==> config.mk <==
export PLATFORM = sky130hd
export DESIGN_NAME = parity_link_top
export DESIGN_NICKNAME = d
export VERILOG_FILES = /design/src/design/parity_link_pkg.sv /design/src/design/credit_link_if.sv /design/src/design/parity_link_top.sv /design/src/design/link_rx_buffer.sv /design/src/design/link_tx.sv /design/src/design/dataint_parity.sv
export SDC_FILE = /design/constraint.sdc
export NUM_CORES = 1
export LEC_CHECK = 0
export ABC_AREA = 1
export BUFFER_PORTS_ARGS = -buffer_cell sky130_fd_sc_hd__buf_2
export CELL_PAD_IN_SITES_DETAIL_PLACEMENT = 0
export CELL_PAD_IN_SITES_GLOBAL_PLACEMENT = 1
export CORE_MARGIN = 1.5
export CORE_UTILIZATION = 40
export CTS_CLUSTER_SIZE = 40
export DETAILED_ROUTE_END_ITERATION = 8
export MAX_ROUTING_LAYER = met4
export PLACE_DENSITY_LB_ADDON = 0.1
export SYNTH_ARGS = -nofsm -noshare
export SYNTH_HDL_FRONTEND = slang
export SYNTH_SLANG_ARGS = --single-unit
==> constraint.sdc <==
create_clock -name clk -period 6.4 [get_ports clk]
set_input_delay 0.96 -clock clk [delete_from_list [all_inputs] [get_ports clk]]
set_output_delay 0.96 -clock clk [all_outputs]
set_load 0.03 [all_outputs]
==> src/design/parity_link_pkg.sv <==
// Shared widths, depth and vector types for the parity-protected word link.
// Modules import this package in their body, or use scoped names in headers.

package parity_link_pkg;

    // ------------------------------------------------------------------------
    // Default link geometry
    // ------------------------------------------------------------------------

    // Data word width in bits
    localparam int LINK_WIDTH = 32;

    // Number of parity chunks per word
    localparam int LINK_CHUNKS = 4;

    // Receive buffer entries, also the credits the transmitter starts with
    localparam int LINK_DEPTH = 4;

    // Credit counter width, enough for a depth of 16
    localparam int CREDIT_W = 5;

    // ------------------------------------------------------------------------
    // Vector types
    // ------------------------------------------------------------------------

    // One data word at the default width
    typedef logic [LINK_WIDTH-1:0] link_data_t;

    // Parity bits, injection mask or error flags, one bit per chunk
    typedef logic [LINK_CHUNKS-1:0] link_par_t;

    // Transmitter credit count
    typedef logic [CREDIT_W-1:0] credit_cnt_t;

endpackage : parity_link_pkg
==> src/design/credit_link_if.sv <==
// Word link between transmitter and receive buffer.
// The tx side sends one word with its parity per link_valid pulse,
// the rx side hands back one credit per credit_ret pulse.

`timescale 1ns/1ps

interface credit_link_if #(
    parameter int WIDTH  = parity_link_pkg::LINK_WIDTH,
    parameter int CHUNKS = parity_link_pkg::LINK_CHUNKS
);

    // Forward path, one-cycle pulse per word
    logic              link_valid;
    logic [WIDTH-1:0]  link_data;
    logic [CHUNKS-1:0] link_parity;

    // Return path, one pulse per drained word
    logic              credit_ret;

    modport tx (
        output link_valid, link_data, link_parity,
        input  credit_ret
    );

    modport rx (
        input  link_valid, link_data, link_parity,
        output credit_ret
    );

endinterface : credit_link_if

==> src/design/parity_link_top.sv <==
// Top level of the parity-protected, credit-flow-controlled word link.
// Producer words enter on in_*, consumer words leave on out_*.
// parity_type selects even (1) or odd (0) parity; change it only when empty.

`timescale 1ns/1ps

module parity_link_top #(
    parameter int WIDTH  = parity_link_pkg::LINK_WIDTH,
    parameter int CHUNKS = parity_link_pkg::LINK_CHUNKS,
    parameter int DEPTH  = parity_link_pkg::LINK_DEPTH
) (
    input  logic              clk,
    input  logic              rst_n,
    input  logic              parity_type,
    // Producer side
    input  logic              in_valid,
    input  logic [WIDTH-1:0]  in_data,
    input  logic [CHUNKS-1:0] in_inject,
    output logic              in_ready,
    // Consumer side
    output logic              out_valid,
    output logic [WIDTH-1:0]  out_data,
    output logic [CHUNKS-1:0] out_parity_err,
    input  logic              out_ready
);

    // Link between the two halves
    credit_link_if #(
        .WIDTH (WIDTH),
        .CHUNKS(CHUNKS)
    ) link_if_i ();

    link_tx #(
        .WIDTH (WIDTH),
        .CHUNKS(CHUNKS),
        .DEPTH (DEPTH)
    ) link_tx_i (
        .clk        (clk),
        .rst_n      (rst_n),
        .in_valid   (in_valid),
        .in_data    (in_data),
        .in_inject  (in_inject),
        .parity_type(parity_type),
        .in_ready   (in_ready),
        .link       (link_if_i.tx)
    );

    link_rx_buffer #(
        .WIDTH (WIDTH),
        .CHUNKS(CHUNKS),
        .DEPTH (DEPTH)
    ) link_rx_buffer_i (
        .clk           (clk),
        .rst_n         (rst_n),
        .link          (link_if_i.rx),
        .parity_type   (parity_type),
        .out_ready     (out_ready),
        .out_valid     (out_valid),
        .out_data      (out_data),
        .out_parity_err(out_parity_err)
    );

endmodule : parity_link_top

==> src/design/link_rx_buffer.sv <==
// Receive buffer for the word link. Stores data with its parity in a
// circular FIFO, re-checks parity on the head entry and offers it to the
// consumer. Each pop sends one registered credit back to the transmitter.

`timescale 1ns/1ps

module link_rx_buffer #(
    parameter int WIDTH  = parity_link_pkg::LINK_WIDTH,
    parameter int CHUNKS = parity_link_pkg::LINK_CHUNKS,
    parameter int DEPTH  = parity_link_pkg::LINK_DEPTH
) (
    input  logic              clk,
    input  logic              rst_n,
    credit_link_if.rx         link,
    input  logic              parity_type,
    input  logic              out_ready,
    output logic              out_valid,
    output logic [WIDTH-1:0]  out_data,
    output logic [CHUNKS-1:0] out_parity_err
);

    // Pointer and occupancy widths
    localparam int PTR_W = (DEPTH > 1) ? $clog2(DEPTH) : 1;
    localparam int CNT_W = $clog2(DEPTH + 1);

    // ------------------------------------------------------------------------
    // Storage and pointers
    // ------------------------------------------------------------------------

    logic [WIDTH-1:0]  data_mem [DEPTH];
    logic [CHUNKS-1:0] par_mem  [DEPTH];

    logic [PTR_W-1:0]  wr_ptr;
    logic [PTR_W-1:0]  rd_ptr;
    logic [CNT_W-1:0]  fill_cnt;

    logic              push;
    logic              pop;

    // Credits guarantee room, so every link word is written
    assign push = link.link_valid;
    assign pop  = out_valid & out_ready;

    // Entry write at the write pointer
    always_ff @(posedge clk) begin
        if (push) begin
            data_mem[wr_ptr] <= link.link_data;
            par_mem[wr_ptr]  <= link.link_parity;
        end
    end

    // Pointers wrap explicitly so any depth works
    always_ff @(posedge clk) begin
        if (!rst_n) begin
            wr_ptr <= '0;
            rd_ptr <= '0;
        end else begin
            if (push) begin
                wr_ptr <= (wr_ptr == PTR_W'(DEPTH - 1)) ? '0 : wr_ptr + PTR_W'(1);
            end
            if (pop) begin
                rd_ptr <= (rd_ptr == PTR_W'(DEPTH - 1)) ? '0 : rd_ptr + PTR_W'(1);
            end
        end
    end

    // Occupancy
    always_ff @(posedge clk) begin
        if (!rst_n) begin
            fill_cnt <= '0;
        end else begin
            case ({push, pop})
                2'b10:   fill_cnt <= fill_cnt + CNT_W'(1);
                2'b01:   fill_cnt <= fill_cnt - CNT_W'(1);
                default: fill_cnt <= fill_cnt;
            endcase
        end
    end

    // ------------------------------------------------------------------------
    // Consumer side
    // ------------------------------------------------------------------------

    // Head entry is presented as long as anything is stored
    assign out_valid = (fill_cnt != '0);
    assign out_data  = data_mem[rd_ptr];

    // Check the head against its stored parity
    dataint_parity #(
        .CHUNKS(CHUNKS),
        .WIDTH (WIDTH)
    ) rx_check_i (
        .data_in    (out_data),
        .parity_in  (par_mem[rd_ptr]),
        .parity_type(parity_type),
        .parity     (),
        .parity_err (out_parity_err)
    );

    // One credit back per pop, a cycle after the popping edge
    always_ff @(posedge clk) begin
        if (!rst_n) begin
            link.credit_ret <= 1'b0;
        end else begin
            link.credit_ret <= pop;
        end
    end

endmodule : link_rx_buffer

==> src/design/link_tx.sv <==
// Link transmitter. Holds the credit count, generates per-chunk parity,
// applies the error-injection mask and registers each word onto the link.
// A producer word is taken on any edge with in_valid and in_ready high.

`timescale 1ns/1ps

module link_tx #(
    parameter int WIDTH  = parity_link_pkg::LINK_WIDTH,
    parameter int CHUNKS = parity_link_pkg::LINK_CHUNKS,
    parameter int DEPTH  = parity_link_pkg::LINK_DEPTH
) (
    input  logic              clk,
    input  logic              rst_n,
    input  logic              in_valid,
    input  logic [WIDTH-1:0]  in_data,
    input  logic [CHUNKS-1:0] in_inject,
    input  logic              parity_type,
    output logic              in_ready,
    credit_link_if.tx         link
);

    import parity_link_pkg::*;

    // ------------------------------------------------------------------------
    // Credit accounting
    // ------------------------------------------------------------------------

    credit_cnt_t       credit_cnt;
    logic              accept;
    logic [CHUNKS-1:0] gen_parity;

    // Any credit left means the buffer has room
    assign in_ready = (credit_cnt != '0);
    assign accept   = in_valid & in_ready;

    // Spend on accept, refill on credit_ret; both together cancel out
    always_ff @(posedge clk) begin
        if (!rst_n) begin
            credit_cnt <= credit_cnt_t'(DEPTH);
        end else begin
            case ({accept, link.credit_ret})
                2'b10:   credit_cnt <= credit_cnt - credit_cnt_t'(1);
                2'b01:   credit_cnt <= credit_cnt + credit_cnt_t'(1);
                default: credit_cnt <= credit_cnt;
            endcase
        end
    end

    // ------------------------------------------------------------------------
    // Parity generation
    // ------------------------------------------------------------------------

    // Generation only, so no reference parity and no error flags
    dataint_parity #(
        .CHUNKS(CHUNKS),
        .WIDTH (WIDTH)
    ) tx_parity_i (
        .data_in    (in_data),
        .parity_in  ('0),
        .parity_type(parity_type),
        .parity     (gen_parity),
        .parity_err ()
    );

    // ------------------------------------------------------------------------
    // Registered link stage
    // ------------------------------------------------------------------------

    // Valid is a single-cycle pulse per accepted word
    always_ff @(posedge clk) begin
        if (!rst_n) begin
            link.link_valid <= 1'b0;
        end else begin
            link.link_valid <= accept;
        end
    end

    // Payload, with injected flips on the chosen parity bits
    always_ff @(posedge clk) begin
        if (accept) begin
            link.link_data   <= in_data;
            link.link_parity <= gen_parity ^ in_inject;
        end
    end

endmodule : link_tx

==> src/design/dataint_parity.sv <==
// Combinational per-chunk parity generator and checker.
// Generation uses the parity output; checking compares parity_in and
// reports a flag per chunk on parity_err. parity_type 1 = even, 0 = odd.

`timescale 1ns/1ps

module dataint_parity #(
    parameter int CHUNKS = 4,
    parameter int WIDTH  = 32
) (
    input  logic [WIDTH-1:0]  data_in,
    input  logic [CHUNKS-1:0] parity_in,
    input  logic              parity_type,
    output logic [CHUNKS-1:0] parity,
    output logic [CHUNKS-1:0] parity_err
);

    // Nominal slice size; the remainder goes to the top slice
    localparam int SLICE_W = WIDTH / CHUNKS;

    for (genvar c = 0; c < CHUNKS; c++) begin : gen_chunk
        // Static slice bounds
        localparam int LO = c * SLICE_W;
        localparam int HI = (c == CHUNKS - 1) ? WIDTH - 1 : LO + SLICE_W - 1;

        logic slice_xor;

        // Plain reduction of the slice
        assign slice_xor = ^data_in[HI:LO];

        // Even sense keeps the XOR, odd sense inverts it
        assign parity[c] = parity_type ? slice_xor : ~slice_xor;

        // Mismatch against the supplied bit
        assign parity_err[c] = parity[c] ^ parity_in[c];
    end

endmodule : dataint_parity

# Yosys cells after proc, flatten, opt, wreduce, memory -nomap -nowiden
# Memories as Yosys holds them, arrays and structs flattened. A register that Yosys moved wholly into a read port is not among the register bits.
# Cells that the tools add are included.
dict set report op_classes {
  addsub 6
  multipliers 0
  n_div 0
  order_cmp 0
  n_eq_ne 6
  n_shift 0
  mux 18
  bitwise_logic 15
  n_reduce_logical 12
}
# cell count
set ops {}
lappend ops {{$reduce_xor A8 Y1} 8}
lappend ops {{$mux W2} 6}
lappend ops {{$mux W1} 10}
lappend ops {{$pmux W5 S2} 1}
lappend ops {{$eq A2 B2 Y1 const B} 4}
lappend ops {{$not A1 Y1} 8}
lappend ops {{$pmux W3 S2} 1}
lappend ops {{$add A5 B1 Y5 const B} 1}
lappend ops {{$reduce_bool A5 Y1} 1}
lappend ops {{$sub A5 B1 Y5 const B} 1}
lappend ops {{$add A2 B1 Y2 const B} 2}
lappend ops {{$eq A2 B1 Y1 const B} 2}
lappend ops {{$reduce_bool A2 Y1} 2}
lappend ops {{$xor A1 B1 Y1} 4}
lappend ops {{$xor A4 B4 Y4} 1}
lappend ops {{$add A3 B1 Y3 const B} 1}
lappend ops {{$reduce_bool A3 Y1} 1}
lappend ops {{$sub A3 B1 Y3 const B} 1}
lappend ops {{$and A1 B1 Y1} 2}
dict set report totals {
  reg_bits 50
  latchBits 0
  ramBits 144
  romBits 0
  out_inout_bits 38
  word_cells 67
  n_memories 2
}
# memory words width rd rd_ports_with_merged_regs write_ports line
set memory_table {}
lappend memory_table {link_rx_buffer_i.data_mem 4 32 1 1 1 link_rx_buffer.sv:30} ;# logic [WIDTH-1:0] data_mem [DEPTH];
lappend memory_table {link_rx_buffer_i.par_mem 4 4 1 1 1 link_rx_buffer.sv:31} ;# logic [CHUNKS-1:0] par_mem [DEPTH];

# Depth between registers and ports, before layout
# Gate-level depths: netlist of run 1.
dict set report logic_depth {
  word_depth 4
  ltp_mapped 15
  mapped_depth_nobuf 14
}

# Modules after synthesis
# Synthesis of run 1 repeated with hierarchy kept, for this count alone.
dict set report hier_totals {
  hier_cells 847
  hier_area_um2 8720.9
}
# module instances cells_each area_per_inst_um2 seq_area_each_um2
set modules_own_cells {}
lappend modules_own_cells {link_rx_buffer 1 414 5874.4 4524.3}
lappend modules_own_cells {link_tx 1 99 1507.7 1201.2}
lappend modules_own_cells {dataint_parity 2 167 669.4 0.0}

# Worst setup path after synthesis of run 1
# No wires, ideal clock.
dict set report synth_timing {
  path_type {input -> output}
  startpoint {in parity_type}
  endpoint {out out_parity_err[1]}
  t_arrival_ps 1900
  setup_slack_ps 3540
  stages 10
  path_cell_list {buf_2 inv_1 nand3_1 nand2_1 inv_1 nand2_1 nand3_1 nand2_1 nand2_1 nand2_1}
}
dict set report synth_between {
  elab_chain_cells 2
}
# item line
set synth_lines {}
lappend synth_lines {{start, declared} parity_link_top.sv:14} ;# input logic parity_type,
lappend synth_lines {{$mux W1} dataint_parity.sv:32} ;# assign parity[c] = parity_type ? slice_xor : ~slice_xor;
lappend synth_lines {{$xor A1 B1 Y1} dataint_parity.sv:35} ;# assign parity_err[c] = parity[c] ^ parity_in[c];
lappend synth_lines {{end, declared} parity_link_top.sv:23} ;# output logic [CHUNKS-1:0] out_parity_err,
# Every way passes these cells.

==> results of run 1 <==
-- power groups by stage --
stage                     registers [mW]  clock network, mW  logic (mW)
after floorplan                     1.65                  0        1.57
after global placement              1.67                  0        2.07
after detailed placement            1.67                  0        2.09
after CTS                           1.65              0.996        2.10
after global routing                1.66               1.05        2.33
final                               1.64              0.971        2.06
-- synthesized netlist by cell type (all sizes together), types with 2 or more instances --
cell type	instances	area (µm²)
xnor2	32	280.3
o21ai	19	95.09
a21o	2	15.01
nand2	321	1205
ha	10	125.1
nor2	22	82.58
inv	61	229.0
buf	25	181.4
dfxtp	16	320.3
o22a	2	17.52
edfxtp	180	5405
fa	2	40.04
a21oi	10	50.05
nor3	2	10.01
xor2	12	105.1
nand3	79	395.4
-- area by class of cell --
class                           instances  area share (%)
Clock buffer                           18           4.412
Clock inverter                         14           1.055
Inverter                               61           2.354
Multi-Input combinational cell        516           25.14
Sequential cell                       196           58.88
Tap cell                              275           3.537
Timing Repair Buffer                   86           4.631
-- layer usage --
| metal | GRT usage [%] | vias up |
|---|---|---|
| li1 | - | 2806 |
| met1 | 23.72 | 2601 |
| met3 | 4.055 | 13 |
| met2 | 29.22 | 105 |
| met4 | 4.604 | 0 |
| met5 | - | - |
-- registers in the layout, indices dropped and copies added, names as in the netlist, named ones only --
signal and flops:
link_rx_buffer_i.data_mem 128, link_rx_buffer_i.fill_cnt 3, link_rx_buffer_i.link.credit_ret 1, link_rx_buffer_i.par_mem 16
link_rx_buffer_i.rd_ptr 2, link_rx_buffer_i.wr_ptr 2, link_tx_i.credit_cnt 5, link_tx_i.link.link_data 32
link_tx_i.link.link_parity 4, link_tx_i.link.link_valid 1
-- kinds of logic after synthesis --
group / Yosys count / share of synthesized area [%]
AO/OA/AOI/OAI: 36 / 2.348
AND/OR/NAND/NOR: 424 / 19.73
XOR/XNOR: 44 / 4.491
adder cells (fa/ha/maj): 12 / 1.925
buffers and inverters: 86 / 4.783
flip-flops: 196 / 66.72
-- worst reg2reg max path, stage by stage (launching register included) --
cell                      delay [ns]
sky130_fd_sc_hd__dfxtp_1        0.36
sky130_fd_sc_hd__nor3_1         0.23
sky130_fd_sc_hd__nand3_1        0.12
sky130_fd_sc_hd__nand2_1        0.14
sky130_fd_sc_hd__ha_1           0.20
sky130_fd_sc_hd__inv_1          0.10
sky130_fd_sc_hd__fa_1           0.42
sky130_fd_sc_hd__a21o_1         0.18
sky130_fd_sc_hd__a21oi_1        0.18
sky130_fd_sc_hd__nor2_1         0.06
sky130_fd_sc_hd__nor2_1         0.08
sky130_fd_sc_hd__nand2_1        0.07
sky130_fd_sc_hd__o21ai_0        0.16
sky130_fd_sc_hd__a21oi_1        0.06
-- worst paths after layout --
path                                                           startpoint                                        end  slack [ns]  depth (start not counted)
worst max-delay path                                             register                          out_parity_err[3]        2.44                         14
worst min register to register  link_rx_buffer_i.fill_cnt[2]$_SDFFE_PN0P_  link_rx_buffer_i.fill_cnt[2]$_SDFFE_PN0P_        0.47                          2
worst min-delay path            link_rx_buffer_i.fill_cnt[2]$_SDFFE_PN0P_  link_rx_buffer_i.fill_cnt[2]$_SDFFE_PN0P_        0.47                          2
worst max register to register       link_tx_i.credit_cnt[1]$_SDFFE_PN0P_       link_tx_i.credit_cnt[4]$_SDFFE_PN0P_        3.94                         13
-- stage by stage --
stage | instances | worst slack (ns) | util (%) | hold WS (ns)
floorplan | 798 | 3.540 | - | 0.4434
global placement | 1134 | 2.854 | 43.74 | 0.4569
detailed placement | 1134 | 2.844 | 43.74 | 0.4644
CTS | 1166 | 2.369 | 46.27 | 0.4756
global route | 1166 | 2.136 | 46.27 | 0.5094
finish | 1166 | 2.444 | 46.27 | 0.4726
==> flow_summary.yaml, run 1 <==
die:
  chipWidth_um: 149.5
  core-area_um2: 21020
  design.die.area_um2: 22340
  starting_density_of_the_core_pct: 40.82
  placementRows: 53
  height_of_the_die_um: 149.5
  io_pins: 79
setup_path:
  critical-path-top-delay-family: "buffers and inverters"
  critPathArrivalTime_ns: 3.00
  cell_by_cell_listing_of_the_critical_path: "buf_4 > inv_2 > nand3_1 > nand2_1 > inv_2 > nand2_1 > nand2_1 > inv_2 > nand2_1 > nand3_1 > nand2_1 > nand2_1 > nand2_1 > buf_2"
  worst-setup-path-type: "reg2out"
  cp.required_ns: 5.44
  worstSetupStartpointType: "register"
  worst_path_largest_cell_delay_ns: 0.54
  timing.critical_path.buf_inv: 5
  kind_of_capture_point_of_the_worst_setup_path: "primary output"
  crit_path_max_fanout: 45
  critical_path.most_common_cell: "sky130_fd_sc_hd__nand2_1"
  worst_path_max_delay_cell: "sky130_fd_sc_hd__inv_2"
clocking:
  cts_root_buf: "sky130_fd_sc_hd__clkbuf_16"
  tritoncts: "yes"
  cts.repair.resized: 0
  tritoncts_num_sinks: 196
  clock_insertion_delay_worst_skew_ns: 0.43
  cts_hold_buffers: 0
  inserted_clock_buffers: 17
  postCtsSetupRepairBufs: 0
  cts_buffer_depth: 2
  cts_htree_levels: 4
  worst_setup_hold_path_clk_slew_ns: 0.07
route:
  post-route-drc-count: 0
  routedWlPerCell_um: 15.88
  met2_routed_length_um: 8969
  route.top_layer_used: "met4"
  wl_um: 18510
  wl_met3_um: 815
  drtIter0Drc: 417
  vias: 5525
  ant_nets: 0
  drt-met1-wl_um: 8555
  vias_per_cell: 4.738
  drtPass1Iterations: 4
power_and_ir_drop:
  power.share.switching_pct: 43.11
  power.density_nw_per_um2: 480.8
  combPwrFrac_pct: 44.1
  netSwitchingPower_mw: 2.016
  max_rail_drop_vdd_uv: 203.8
  power_mw: 4.676
  seqPwrFrac_pct: 35.2
  power.leakage_nw: 4.035
  power.internal_mw: 2.660
  clock_power_share_pct: 20.8
yosys:
  async_flop_share_pct: 0
  gate_count_after_technology_mapping: 798
  synthesized_area_um2: 8581
  synthesis.area_per_instance_um2: 10.75
  synth_warnings: 0
  most_instantiated_flip_flop_cell_in_the_synthesis_netlist: "sky130_fd_sc_hd__edfxtp_1"
  mappedNetlistNets: 851
  synth_sequential_area_ratio_pct: 66.72
  synth_cell_type_count: 23
  synth.ff_latch_count: 196
  synth_edf_count: 180
sta:
  timing.final.hold_violations: 0
  timing.max_slew.rel_slack_pct: 35.84
  setup_repair_after_global_routing_missed_its_margin: "false"
  top_achievable_clock_speed_ghz: 0.2528
  min_period_ns: 3.956
  max_slew.worst_pin.slew_ns: 0.9614
  setup_violations: 0
  slew_viol_final: 0
  post-route-period-util_pct: 61.82
  setup-tns-final_ns: 0
  clock_skew_ns: 0.01041
global_routing:
  grt_start_max_net_pins: 75
  grt_antenna_before_repair: 0
  via_count_of_the_first_global_routing_pass: 5323
  grt_remaining_overflow: 0
  groute.usage.overall_pct: 18.29
  grt_pass1_wl_um: 29190
layout:
  layout-drive-gt1-share_pct: 14.25
  postLayoutCellArea_um2: 9727
  area_growth_pct: 13.36
  design.final.nets: 931
  antenna-diode-count: 0
  register_area_um2: 5727
  most-common-layout-cells: "321 x sky130_fd_sc_hd__nand2_1, 180 x sky130_fd_sc_hd__edfxtp_1, 79 x sky130_fd_sc_hd__nand3_1"
  final_common_cell: "sky130_fd_sc_hd__nand2_1"
  multiInputGateArea_um2: 2445
  fill_cells: 1929
place:
  dpl_cell_area_um2: 9195
  total_of_buffers_placed_on_input_and_output_ports: 78
  place.detailed.hpwl_um: 11780
  gp_routability_congestion: 0.7296
run:
  max-cap-violations: 0
status:
  status: "finished clean"
worst_hold_path:
  hp-class: "reg2reg"
(Power assumes the default switching activity.)
==> run 2: changes to the inputs <==
Settings changed: ABC_AREA 1 to 0.
Clock period 6.4 ns to 3.8 ns, I/O delays scaled along.
==> flow_summary.yaml, run 2 <==
clocking:
  cts_hold_buffers: 0
  cts_htree_levels: 4
  cts.repair.resized: 0
  clock_insertion_delay_worst_skew_ns: 0.43
  cts_buffer_depth: 2
  tritoncts: "yes"
  inserted_clock_buffers: 17
  postCtsSetupRepairBufs: 0
  tritoncts_num_sinks: 196
  cts_root_buf: "sky130_fd_sc_hd__clkbuf_16"
  worst_setup_hold_path_clk_slew_ns: 0.07
die:
  starting_density_of_the_core_pct: 40.66
  chipWidth_um: 143.4
  placementRows: 51
  core-area_um2: 19400
  io_pins: 79
  design.die.area_um2: 20570
  height_of_the_die_um: 143.4
yosys:
  yosys.cell_count.top_type: "sky130_fd_sc_hd__edfxtp_1"
  synth_common_cells: "180 x sky130_fd_sc_hd__edfxtp_1, 58 x sky130_fd_sc_hd__xnor2_1, 29 x sky130_fd_sc_hd__mux4_2, 16 x sky130_fd_sc_hd__dfxtp_1, 16 x sky130_fd_sc_hd__xnor2_2"
  synthesis.area_per_instance_um2: 20.38
  synth.ff_latch_count: 196
  biggest_area_consumer_among_synthesized_cells: "sky130_fd_sc_hd__edfxtp_1"
  synth_cell_type_count: 24
  mappedNetlistNets: 440
  synth_edf_count: 180
  async_flop_share_pct: 0
  synth_sequential_area_ratio_pct: 72.59
  gate_count_after_technology_mapping: 387
  synth_warnings: 0
  synth_largest_type_area_fraction_pct: 68.53
  most_area_consuming_cells_after_synthesis: "sky130_fd_sc_hd__edfxtp_1 69%, sky130_fd_sc_hd__mux4_2 8.3%, sky130_fd_sc_hd__xnor2_1 6.4%, sky130_fd_sc_hd__dfxtp_1 4.1%, sky130_fd_sc_hd__xnor2_2 3.3%"
  most_instantiated_flip_flop_cell_in_the_synthesis_netlist: "sky130_fd_sc_hd__edfxtp_1"
  synthesized_area_um2: 7888
global_routing:
  grt_remaining_overflow: 0
  grt_pass1_wl_um: 21000
  grt_antenna_before_repair: 0
  via_count_of_the_first_global_routing_pass: 3732
  grt_start_max_net_pins: 37
  groute.usage.overall_pct: 14.88
layout:
  fill_cells: 1684
  register_area_um2: 5728
  design.final.nets: 532
  multiInputGateArea_um2: 2042
  postLayoutCellArea_um2: 9160
  largest_reg_flops: 128
  most-common-layout-cells: "180 x sky130_fd_sc_hd__edfxtp_1, 78 x sky130_fd_sc_hd__buf_2, 58 x sky130_fd_sc_hd__xnor2_1"
  utilization_pct: 47.22
  max_flop_register: "link_rx_buffer_i.data_mem"
  area_growth_pct: 16.13
  final_common_cell: "sky130_fd_sc_hd__edfxtp_1"
  final_cells: 757
  layout_top_registers: "link_rx_buffer_i.data_mem (128), link_tx_i.link.link_data (32), link_rx_buffer_i.par_mem (16)"
  antenna-diode-count: 0
  layout-drive-gt1-share_pct: 33.74
power_and_ir_drop:
  seqPwrFrac_pct: 41.7
  netSwitchingPower_mw: 2.203
  power.share.switching_pct: 32.75
  power.internal_mw: 4.522
  clock_power_share_pct: 26.2
  power.leakage_nw: 3.092
  max_rail_drop_vdd_uv: 609.9
  power_mw: 6.724
  power.density_nw_per_um2: 734.1
  combPwrFrac_pct: 32.1
route:
  post-route-drc-count: 0
  drtPass1Iterations: 4
  routedWlPerCell_um: 18.36
  wl_um: 13900
  ant_nets: 0
  vias_per_cell: 4.666
  vias: 3532
  drtIter0Drc: 155
setup_path:
  crit_path_max_fanout: 15
  worst-setup-path-type: "reg2out"
  worst_path_largest_cell_delay_ns: 0.64
  count_of_cells_along_the_worst_register_to_register_path: 11
  r2r_slack_ns: 1.28
  worst_path_max_delay_cell: "sky130_fd_sc_hd__dfxtp_2"
  worstSetupStartpointType: "register"
  cell_by_cell_listing_of_the_critical_path: "buf_4 > mux4_1 > xnor2_2 > xnor2_1 > xnor2_1 > xnor2_1 > buf_2"
  worstReg2RegEnd: "link_tx_i.credit_cnt[4]$_SDFFE_PN0P_"
  cp.required_ns: 3.23
  critPathArrivalTime_ns: 2.92
  kind_of_capture_point_of_the_worst_setup_path: "primary output"
  critical_path.most_common_cell: "sky130_fd_sc_hd__xnor2_1"
  reg_to_reg_startpoint: "link_tx_i.credit_cnt[0]$_SDFFE_PN0P_"
worst_hold_path:
  hold_path_depth: 2
  hp-class: "in2reg"
  min_from: "rst_n"
  worst_hold_path.endpoint: "link_tx_i.credit_cnt[2]$_SDFFE_PN1P_"
sta:
  setup-tns-final_ns: 0
  post-route-period-util_pct: 91.89
  slew_viol_final: 0
  setup_ws_ns: 0.3083
  setup_repair_after_global_routing_missed_its_margin: "false"
  timing.max_slew.rel_slack_pct: 28.42
  clock_skew_ns: 0.01444
  top_achievable_clock_speed_ghz: 0.2864
  max_slew.worst_pin.slew_ns: 1.074
  hold-worst-slack_ns: 0.3223
  setup_violations: 0
  timing.final.hold_violations: 0
  min_period_ns: 3.492
status:
  status: "finished clean"
place:
  place.detailed.instances: 725
  total_of_buffers_placed_on_input_and_output_ports: 78
  preCtsSetupSlack_ns: 0.7432
  place.detailed.hpwl_um: 8534
  gp_routability_congestion: 0.6479
  dpl_cell_area_um2: 8574
run:
  max-cap-violations: 0
==> run 2: changes by cell type in the layout (fill, tap and decap cells not counted), sizes merged, moves of 3 or more <==
cell and change:
xnor2 +42, or3 +3, nand2 -315, mux4 +36, inv -55, nor2 -10
and2 +4, mux2i +4, xor2 -8, o21ai -17, nand3 -79
==> run 2: layout make-up <==
cell class                 count  area share (%)
clock inverter                14           1.707
tap                          265           3.620
sequential                   196           62.53
multi-input combinational    170           22.29
clock buffer                  18           4.685
timing repair buffer          84           4.753
inverter                      10          0.4098
==> run 2: kinds of logic (layout without fill, tap and decap cells) <==
group	after synthesis	in the layout	synth area share (%)
AO/OA/AOI/OAI	12	12	0.8248
XOR/XNOR	78	78	10.18
adder cells (fa/ha/maj)	12	12	2.094
buffers and inverters	21	126	1.586
flip-flops	196	196	72.59
multiplexers	40	40	11.12
AND/OR/NAND/NOR	28	28	1.602
==> run 2: worst max-delay path, delay by kind of cell, from the launching register on <==
family,cells,cell delay (ns)
flops,1,0.64
xor+xnor,4,0.77
mux,1,0.62
buf+inv,2,0.47
==> run 2: power by group through the flow <==
stage                     sequential (mW)  clock [mW]  combinational, mW
final                                2.80        1.76               2.16
after detailed placement             2.85           0               2.20
after floorplan                      2.77           0               1.75
after global routing                 2.84        1.89               2.34
after global placement               2.84           0               2.19
after CTS                            2.81        1.80               2.21
==> run 2: worst max path at each step <==
| stage | endpoint | cells past startpoint | from | slack [ns] |
|---|---|---|---|---|
| 2_1_floorplan | out_parity_err[2] | 7 | register | 0.97 |
| 3_3_place_gp | out_parity_err[3] | 7 | register | 0.77 |
| 3_5_place_dp | out_parity_err[3] | 7 | register | 0.74 |
| 4_1_cts | out_parity_err[3] | 7 | register | 0.26 |
| 5_1_grt | out_parity_err[3] | 7 | register | 0.14 |
| 6_report | out_parity_err[3] | 7 | register | 0.31 |
==> run 2: per-layer routing <==
metal	global-route usage (%)	routed length, µm	up-vias
met5	-	0	-
met4	4.189	133	0
met3	4.532	586	12
met2	24.72	7117	66
met1	17.60	6062	1778
li1	-	-	1676
